### config.mk
export PLATFORM = sky130hd
export DESIGN_NAME = lsu_ctl
export DESIGN_NICKNAME = d
export VERILOG_FILES = /design/src/rtl/lsu_pkg.sv /design/src/rtl/lsu_addr_decode.sv /design/src/rtl/lsu_ctl.sv /design/src/rtl/lsu_load_result.sv /design/src/rtl/lsu_stage_pipe.sv
export VERILOG_INCLUDE_DIRS = /design/src /design/src/rtl
export SDC_FILE = /design/constraint.sdc
export NUM_CORES = 1
export LEC_CHECK = 0
export BUFFER_PORTS_ARGS = -buffer_cell sky130_fd_sc_hd__buf_4
export CORE_ASPECT_RATIO = 2
export CORE_MARGIN = 1
export CORE_UTILIZATION = 38
export DETAILED_ROUTE_END_ITERATION = 7
export MAX_ROUTING_LAYER = met4
export SLEW_MARGIN = 10
export SYNTH_ARGS = -nofsm -noshare
export SYNTH_HDL_FRONTEND = slang
export SYNTH_SLANG_ARGS = --single-unit
export TNS_END_PERCENT = 10
### constraint.sdc
create_clock -name clk -period 12.8 [get_ports clk]
set_clock_uncertainty 0.05 [all_clocks]
set_input_delay 0.64 -clock clk [delete_from_list [all_inputs] [get_ports clk]]
set_output_delay 0.64 -clock clk [all_outputs]
set_load 0.005 [all_outputs]
### src/rtl/lsu_cfg.svh
/* LSU build-time configuration. Region windows must be size-aligned and must not overlap.
   The mscause codes here are the only source for the package cause enum. */
`ifndef LSU_CFG_SVH
`define LSU_CFG_SVH

// Datapath widths
`define LSU_ADDR_W      32
`define LSU_OFFSET_W    12
`define LSU_MSCAUSE_W   4

//**********************************************************************
// Memory map
//**********************************************************************
`define LSU_DCCM_BASE   32'hF004_0000
`define LSU_DCCM_SIZE   32'h0001_0000   // 64 KB
`define LSU_PIC_BASE    32'hF00C_0000
`define LSU_PIC_SIZE    32'h0000_8000   // 32 KB

// Exception cause codes reported with a fault
`define LSU_CAUSE_NONE          0
`define LSU_CAUSE_REGION_CROSS  2
`define LSU_CAUSE_PIC_SIZE      3
`define LSU_CAUSE_UNALIGNED     4

`endif

### src/rtl/lsu_pkg.sv
/* Shared LSU types. Opcode encoding is local to this block and is not the RISC-V funct3.
   Cause values come from the config header. */
`include "lsu_cfg.svh"

package lsu_pkg;

   localparam int unsigned MSC_W = `LSU_MSCAUSE_W;

   // Load/store opcodes, stores are SB, SH, SW
   typedef enum logic [2:0] {
      LB  = 3'd0,
      LH  = 3'd1,
      LW  = 3'd2,
      LBU = 3'd3,
      LHU = 3'd4,
      SB  = 3'd5,
      SH  = 3'd6,
      SW  = 3'd7
   } lsu_op_e;

   // Address space an access falls into
   typedef enum logic [1:0] {
      REG_DCCM = 2'd0,
      REG_PIC  = 2'd1,
      REG_EXT  = 2'd2
   } lsu_region_e;

   typedef enum logic [MSC_W-1:0] {
      CAUSE_NONE         = MSC_W'(`LSU_CAUSE_NONE),
      CAUSE_REGION_CROSS = MSC_W'(`LSU_CAUSE_REGION_CROSS),   // Start/end in different regions
      CAUSE_PIC_SIZE     = MSC_W'(`LSU_CAUSE_PIC_SIZE),       // PIC takes words only
      CAUSE_UNALIGNED    = MSC_W'(`LSU_CAUSE_UNALIGNED)       // Misaligned outside DCCM
   } lsu_mscause_e;

endpackage

### src/rtl/lsu_addr_decode.sv
/* D-stage address generation and fault check. Fully combinational, not gated by valid.
   Accesses that span two regions are faulted, never split. */
`timescale 1ns/1ns
`include "lsu_cfg.svh"

module lsu_addr_decode import lsu_pkg::*; (
   input  logic [`LSU_ADDR_W-1:0]   rs1_d,              // Base register
   input  logic [`LSU_OFFSET_W-1:0] offset_d,           // Signed immediate
   input  lsu_op_e                  op_d,
   output logic [`LSU_ADDR_W-1:0]   lsu_addr_d,         // First byte
   output logic [`LSU_ADDR_W-1:0]   end_addr_d,         // Last byte
   output lsu_region_e              region_d,
   output logic                     access_fault_d,
   output logic                     misaligned_fault_d,
   output lsu_mscause_e             mscause_d
);

   logic [`LSU_ADDR_W-1:0] offset_sext;
   logic [1:0]             size_m1;       // Access size in bytes minus one
   lsu_region_e            end_region;
   logic                   region_cross;
   logic                   pic_size_err;
   logic                   unaligned;

   // Window check by offset from base, works for any size-aligned window
   function automatic lsu_region_e region_of(input logic [`LSU_ADDR_W-1:0] a);
      logic [`LSU_ADDR_W-1:0] dccm_off;
      logic [`LSU_ADDR_W-1:0] pic_off;
      dccm_off = a - `LSU_DCCM_BASE;
      pic_off  = a - `LSU_PIC_BASE;
      if (dccm_off < `LSU_DCCM_SIZE)
         return REG_DCCM;
      else if (pic_off < `LSU_PIC_SIZE)
         return REG_PIC;
      else
         return REG_EXT;
   endfunction

   always_comb begin
      case (op_d)
         LB, LBU, SB : size_m1 = 2'd0;
         LH, LHU, SH : size_m1 = 2'd1;
         default     : size_m1 = 2'd3;
      endcase
   end

   //********************************************************************
   // Start and end address
   //********************************************************************
   assign offset_sext = {{(`LSU_ADDR_W-`LSU_OFFSET_W){offset_d[`LSU_OFFSET_W-1]}}, offset_d};
   assign lsu_addr_d  = rs1_d + offset_sext;
   assign end_addr_d  = lsu_addr_d + {{(`LSU_ADDR_W-2){1'b0}}, size_m1};

   assign region_d   = region_of(lsu_addr_d);      // Start region is the reported one
   assign end_region = region_of(end_addr_d);

   //********************************************************************
   // Faults, highest priority first
   //********************************************************************
   assign region_cross = (region_d != end_region);
   assign pic_size_err = (region_d == REG_PIC) & (size_m1 != 2'd3);
   assign unaligned    = |(lsu_addr_d[1:0] & size_m1) & (region_d != REG_DCCM);

   always_comb begin
      access_fault_d     = 1'b0;
      misaligned_fault_d = 1'b0;
      mscause_d          = CAUSE_NONE;
      if (region_cross) begin
         access_fault_d = 1'b1;
         mscause_d      = CAUSE_REGION_CROSS;
      end else if (pic_size_err) begin
         access_fault_d = 1'b1;
         mscause_d      = CAUSE_PIC_SIZE;
      end else if (unaligned) begin
         misaligned_fault_d = 1'b1;
         mscause_d          = CAUSE_UNALIGNED;
      end
   end

endmodule

### src/rtl/lsu_ctl.sv
/* LSU control top, D->M->R. One access per cycle, no back-pressure.
   All R-stage outputs follow the D inputs by exactly two clocks. */
`timescale 1ns/1ns
`include "lsu_cfg.svh"

module lsu_ctl import lsu_pkg::*; (
   input  logic                    clk,
   input  logic                    rst,
   input  logic                    valid_d,
   input  lsu_op_e                 op_d,
   input  logic [`LSU_ADDR_W-1:0]  rs1_d,
   input  logic [`LSU_OFFSET_W-1:0] offset_d,
   input  logic                    flush_m,
   input  logic                    flush_r,
   input  logic [`LSU_ADDR_W-1:0]  ld_data_r,
   output logic [`LSU_ADDR_W-1:0]  lsu_addr_d,
   output logic [`LSU_ADDR_W-1:0]  lsu_addr_r,
   output logic [`LSU_ADDR_W-1:0]  end_addr_r,
   output lsu_region_e             region_r,
   output logic [`LSU_ADDR_W-1:0]  lsu_result_r,
   output logic                    lsu_commit_r,
   output logic                    exc_valid_r,
   output logic                    exc_type_r,
   output lsu_mscause_e            exc_mscause_r
);

   // D-stage decode results
   logic [`LSU_ADDR_W-1:0] end_addr_d;
   lsu_region_e            region_d;
   logic                   access_fault_d;
   logic                   misaligned_fault_d;
   lsu_mscause_e           mscause_d;

   // R-stage packet fields
   logic                   valid_r;
   lsu_op_e                op_r;
   logic                   access_fault_r;
   logic                   misaligned_fault_r;
   lsu_mscause_e           mscause_r;

   lsu_addr_decode u_decode (
      .rs1_d              (rs1_d),
      .offset_d           (offset_d),
      .op_d               (op_d),
      .lsu_addr_d         (lsu_addr_d),
      .end_addr_d         (end_addr_d),
      .region_d           (region_d),
      .access_fault_d     (access_fault_d),
      .misaligned_fault_d (misaligned_fault_d),
      .mscause_d          (mscause_d)
   );

   lsu_stage_pipe u_pipe (
      .clk                (clk),
      .rst                (rst),
      .flush_m            (flush_m),
      .valid_d            (valid_d),
      .op_d               (op_d),
      .lsu_addr_d         (lsu_addr_d),
      .end_addr_d         (end_addr_d),
      .region_d           (region_d),
      .access_fault_d     (access_fault_d),
      .misaligned_fault_d (misaligned_fault_d),
      .mscause_d          (mscause_d),
      .valid_r            (valid_r),
      .op_r               (op_r),
      .lsu_addr_r         (lsu_addr_r),
      .end_addr_r         (end_addr_r),
      .region_r           (region_r),
      .access_fault_r     (access_fault_r),
      .misaligned_fault_r (misaligned_fault_r),
      .mscause_r          (mscause_r)
   );

   lsu_load_result u_result (
      .valid_r            (valid_r),
      .op_r               (op_r),
      .access_fault_r     (access_fault_r),
      .misaligned_fault_r (misaligned_fault_r),
      .mscause_r          (mscause_r),
      .ld_data_r          (ld_data_r),
      .flush_r            (flush_r),
      .lsu_result_r       (lsu_result_r),
      .lsu_commit_r       (lsu_commit_r),
      .exc_valid_r        (exc_valid_r),
      .exc_type_r         (exc_type_r),
      .exc_mscause_r      (exc_mscause_r)
   );

endmodule

### src/rtl/lsu_load_result.sv
/* R-stage result and status. ld_data_r must already be aligned to bit 0.
   Result is formed from the opcode only; qualify it with lsu_commit_r. */
`timescale 1ns/1ns
`include "lsu_cfg.svh"

module lsu_load_result import lsu_pkg::*; (
   input  logic                   valid_r,
   input  lsu_op_e                op_r,
   input  logic                   access_fault_r,
   input  logic                   misaligned_fault_r,
   input  lsu_mscause_e           mscause_r,
   input  logic [`LSU_ADDR_W-1:0] ld_data_r,          // Raw load data
   input  logic                   flush_r,
   output logic [`LSU_ADDR_W-1:0] lsu_result_r,       // Extended load value
   output logic                   lsu_commit_r,
   output logic                   exc_valid_r,
   output logic                   exc_type_r,         // 1 access, 0 misaligned
   output lsu_mscause_e           exc_mscause_r
);

   //********************************************************************
   // Load data extension
   //********************************************************************
   always_comb begin
      case (op_r)
         LB      : lsu_result_r = {{(`LSU_ADDR_W-8){ld_data_r[7]}}, ld_data_r[7:0]};
         LBU     : lsu_result_r = {{(`LSU_ADDR_W-8){1'b0}}, ld_data_r[7:0]};
         LH      : lsu_result_r = {{(`LSU_ADDR_W-16){ld_data_r[15]}}, ld_data_r[15:0]};
         LHU     : lsu_result_r = {{(`LSU_ADDR_W-16){1'b0}}, ld_data_r[15:0]};
         LW      : lsu_result_r = ld_data_r;
         default : lsu_result_r = '0;                 // Stores return nothing
      endcase
   end

   // flush_r stops writeback but not the exception report
   assign lsu_commit_r  = valid_r & ~flush_r;
   assign exc_valid_r   = valid_r & (access_fault_r | misaligned_fault_r);
   assign exc_type_r    = access_fault_r;
   assign exc_mscause_r = exc_valid_r ? mscause_r : CAUSE_NONE;

endmodule

### src/rtl/lsu_stage_pipe.sv
/* D->M->R packet registers. No stall input, the pipe advances every clock.
   Only the valid bits reset; payload is meaningless while its valid is low. */
`timescale 1ns/1ns
`include "lsu_cfg.svh"

module lsu_stage_pipe import lsu_pkg::*; (
   input  logic                   clk,
   input  logic                   rst,
   input  logic                   flush_m,            // Kills D and M
   input  logic                   valid_d,
   input  lsu_op_e                op_d,
   input  logic [`LSU_ADDR_W-1:0] lsu_addr_d,
   input  logic [`LSU_ADDR_W-1:0] end_addr_d,
   input  lsu_region_e            region_d,
   input  logic                   access_fault_d,
   input  logic                   misaligned_fault_d,
   input  lsu_mscause_e           mscause_d,
   output logic                   valid_r,
   output lsu_op_e                op_r,
   output logic [`LSU_ADDR_W-1:0] lsu_addr_r,
   output logic [`LSU_ADDR_W-1:0] end_addr_r,
   output lsu_region_e            region_r,
   output logic                   access_fault_r,
   output logic                   misaligned_fault_r,
   output lsu_mscause_e           mscause_r
);

   // M-stage packet
   logic                   valid_m;
   lsu_op_e                op_m;
   logic [`LSU_ADDR_W-1:0] lsu_addr_m;
   logic [`LSU_ADDR_W-1:0] end_addr_m;
   lsu_region_e            region_m;
   logic                   access_fault_m;
   logic                   misaligned_fault_m;
   lsu_mscause_e           mscause_m;

   //********************************************************************
   // Valid bits
   //********************************************************************
   always_ff @(posedge clk) begin
      if (rst) begin
         valid_m <= 1'b0;
         valid_r <= 1'b0;
      end else begin
         valid_m <= valid_d & ~flush_m;
         valid_r <= valid_m & ~flush_m;   // Flush also drops the M packet
      end
   end

   // Payload moves every cycle
   always_ff @(posedge clk) begin
      op_m               <= op_d;
      lsu_addr_m         <= lsu_addr_d;
      end_addr_m         <= end_addr_d;
      region_m           <= region_d;
      access_fault_m     <= access_fault_d;
      misaligned_fault_m <= misaligned_fault_d;
      mscause_m          <= mscause_d;
   end

   always_ff @(posedge clk) begin
      op_r               <= op_m;
      lsu_addr_r         <= lsu_addr_m;
      end_addr_r         <= end_addr_m;
      region_r           <= region_m;
      access_fault_r     <= access_fault_m;
      misaligned_fault_r <= misaligned_fault_m;
      mscause_r          <= mscause_m;
   end

endmodule

==> PnR_summary.wiki <==
{| class="wikitable"
! Metric !! Value
|-
| Period utilisation layout || 0.3785
|-
| Slack of the worst reg-to-reg path || 12.19 ns
|-
| Worst Hold Class || register to register
|-
| Headroom to the max-slew limit || 0.3028
|-
| Number of enable-type register cells in the synthesized netlist || 0
|-
| Number of nets in the layout || 1060
|-
| Total routed wirelength || 19.96 mm
|-
| Number of stages on the worst hold path || 0
|-
| Sinks on the clock net || 148
|-
| Share of cells above drive strength 1 || 0.3113
|-
| GRT Resource Usage Total || 0.2251
|-
| Share of the synthesized area in the top cell type || 0.4355
|-
| Cell Chain, Critical Path || buf_4, ha_1, inv_1, fa_1, inv_1, ha_1, a21oi_1, nor2b_1, nand4_1, nor4b_2, nand3_1, nor4_2, xor2_1, a221o_1, nor3_2, mux2i_2, nand2_1, a32oi_1
|-
| Final TNS setup || 0 ns
|-
| Site Rows || 68
|-
| Most instantiated flip-flop cell in the synthesis netlist || dfxtp_1
|-
| Unrepaired setup endpoints after global routing || false
|-
| Die height || 191.2 um
|-
| Leftover overflow at the end of global routing || 0
|-
| Worst skew pair latency || 0.41 ns
|-
| Worst path bufs/invs || 3
|-
| Max Slew Vio Count || 0
|-
| Layout Utilization || 0.5307
|-
| Number of antenna violations at the first check in global routing || 0
|-
| VDD IR-drop max || 78.15 uV
|-
| Launching element type of the critical path || primary input
|-
| Iteration-0 DRC Markers || 153
|-
| Syn avg cell area || 9.396 sq um
|-
| Maxcap violations || 0
|-
| Total clock buffers created by CTS || 17
|-
| Min Clock Period, post-route || 4.845 ns
|-
| Post-synthesis instance area || 6803 sq um
|-
| Result of the run || finished, final reports clean
|-
| Actual slew at the worst max-slew pin || 1.044 ns
|-
| Area of the multi-input gates || 3630 sq um
|-
| Global-route wire length before repair || 31.29 mm
|-
| Drt first pass iters || 6
|-
| Final hold violation count || 0
|-
| Slowest-stage cell, CP || nor4_2
|-
| Worst EP required || 13.08 ns
|-
| Power density cells || 157.1 nW/um^2
|-
| Worst Reg2Reg Path Length in Cells || 1
|-
| Number of H-tree levels || 4
|-
| Dominant delay contributor by cell family on the critical path || simple AND/OR/NAND/NOR gates
|-
| Final setup viols || 0
|-
| Cell variety after synth || 79
|-
| Remaining DRCs || 0
|-
| Mean routed wirelength per cell || 17.15 um
|-
| Largest stage delay on the critical path || 0.58 ns
|-
| Total stage count of the critical path || 18
|-
| X dimension of the die || 96.61 um
|-
| Clk pin slew, worst setup/hold paths || 0.06 ns
|-
| Cells after synthesis || 724
|-
| Footprint of the flip-flops and latches || 2963 sq um
|-
| Post-DP Area || 8627 sq um
|-
| Sequential share of the synthesized area || 0.4355
|-
| Fillcell total || 1662
|-
| RD Place Congestion || 0.8861
|-
| Total of flip-flops plus latches after synthesis || 148
|-
| Starting density of the core || 0.3919
|-
| Vias in the first global route || 6066
|-
| Critical Path End Type || register
|-
| Synth top cells by count || dfxtp_1, nand2_1, a21oi_1, nor2_1, xnor2_1
|-
| Number of nets with antenna violations after detailed routing || 0
|-
| Cell leakage power || 4.117 nW
|-
| Hold_buf cts || 0
|-
| Core area || 17360 sq um
|-
| Number of warnings printed during yosys synthesis || 0
|-
| Number of I/O pins || 221
|-
| Mapped Nets || 843
|-
| Leading cell types by total area after synthesis || dfxtp_1, ha_1, xnor2_1, a21oi_1, nand2_1
|-
| Clock tree from TritonCTS || built
|-
| Maximum clock frequency || 206.4 MHz
|-
| CP max FO || 6
|-
| Ys async rst share || 0
|-
| Category of the critical setup timing path || primary input to register
|-
| Diodes inserted || 0
|-
| Bufs on Longest Clock Path || 2
|-
| HPWL Detailed || 16.41 mm
|-
| Via count || 5990
|-
| Average vias per placed instance || 5.146
|-
| Buffers added on ports || 219
|-
| Layout-stage area growth over the synthesis result || 35.41%
|-
| Clk Tree Root Cell || clkbuf_16
|-
| Die area || 18470 sq um
|-
| Final instance area || 9211 sq um
|-
| Library cell occupying the most area in the post-synthesis netlist || dfxtp_1
|-
| Post-CTS Setup Inserts || 0
|-
| Number of gates resized after cts || 0
|-
| Pin count of the biggest net entering global routing || 22
|-
| Data arrival time of the critical path || 5.13 ns
|-
| Most common cell in the synthesized netlist || dfxtp_1
|}
## final cells by class
class / instances / share of cell area
sequential: 148 / 0.3217
timing repair buffer: 221 / 0.1801
inverter: 30 / 0.01222
multi-input combinational: 523 / 0.3941
tap: 210 / 0.02852
clock buffer: 21 / 0.04999
clock inverter: 11 / 0.01345
## final timing paths
kind | start | end
worst max-delay path | rs1_d[0] | u_pipe.mscause_m[1]
worst min-delay path | u_pipe.end_addr_m[3] | u_pipe.end_addr_r[3]
worst max register to register | u_pipe.valid_m | u_pipe.valid_r
worst min register to register | u_pipe.end_addr_m[3] | u_pipe.end_addr_r[3]
## cells by family after synthesis
kind of cell,synth area share
adder cells (fa/ha/maj),0.06658
XOR/XNOR,0.07155
AO/OA/AOI/OAI,0.1782
flip-flops,0.4355
buffers and inverters,0.03163
AND/OR/NAND/NOR,0.2078
other,0.0005512
multiplexers,0.008092
## layout by cell type, fill, tap and decap left out, types with 12 or more instances in the layout
cell       count
xnor2_1       40
nand2_1       63
and2_1        19
inv_1         26
o21ai_0       30
nor2b_1       13
nor2_1        50
nand4_1       21
a21o_1        21
buf_4        221
ha_1          33
nor3_1        12
clkbuf_16     17
a21oi_1       57
dfxtp_1      148
nand3_1       14
## power by group
part | internal (mW) | switching, mW
Sequential | 0.554 | 0.0258
Combinational | 0.182 | 0.201
Clock | 0.298 | 0.187
Total | 1.03 | 0.413
## sequential cells by signal, summed over array words and instances (netlist names), 3 cells and up
name / count
u_pipe.lsu_addr_r: 32
u_pipe.op_r: 3
u_pipe.end_addr_r: 32
u_pipe.end_addr_m: 32
u_pipe.mscause_m: 3
u_pipe.lsu_addr_m: 32
u_pipe.op_m: 3
## per-stage QoR
stage                     hold slack [ns]  power, mW  setup slack (ns)  instances
after floorplan                    0.2596     0.7749             8.263        724
after global placement             0.2596     0.9748             7.623       1132
after detailed placement           0.2621     0.9776             7.562       1132
after CTS                          0.2729      1.466             7.989       1164
after global routing               0.2786      1.526             7.654       1164
final                              0.2712      1.447             7.955       1164
## metal layers
| layer | global-route usage | up-vias | share of wire |
|---|---|---|---|
| li1 | - | 3017 | - |
| met1 | 0.1973 | 2732 | 0.34 |
| met2 | 0.4485 | 207 | 0.59 |
| met3 | 0.04461 | 34 | 0.044 |
| met4 | 0.1051 | 0 | 0.031 |
| met5 | - | - | 0 |
Note: power is estimated with default switching activity, not from simulation.
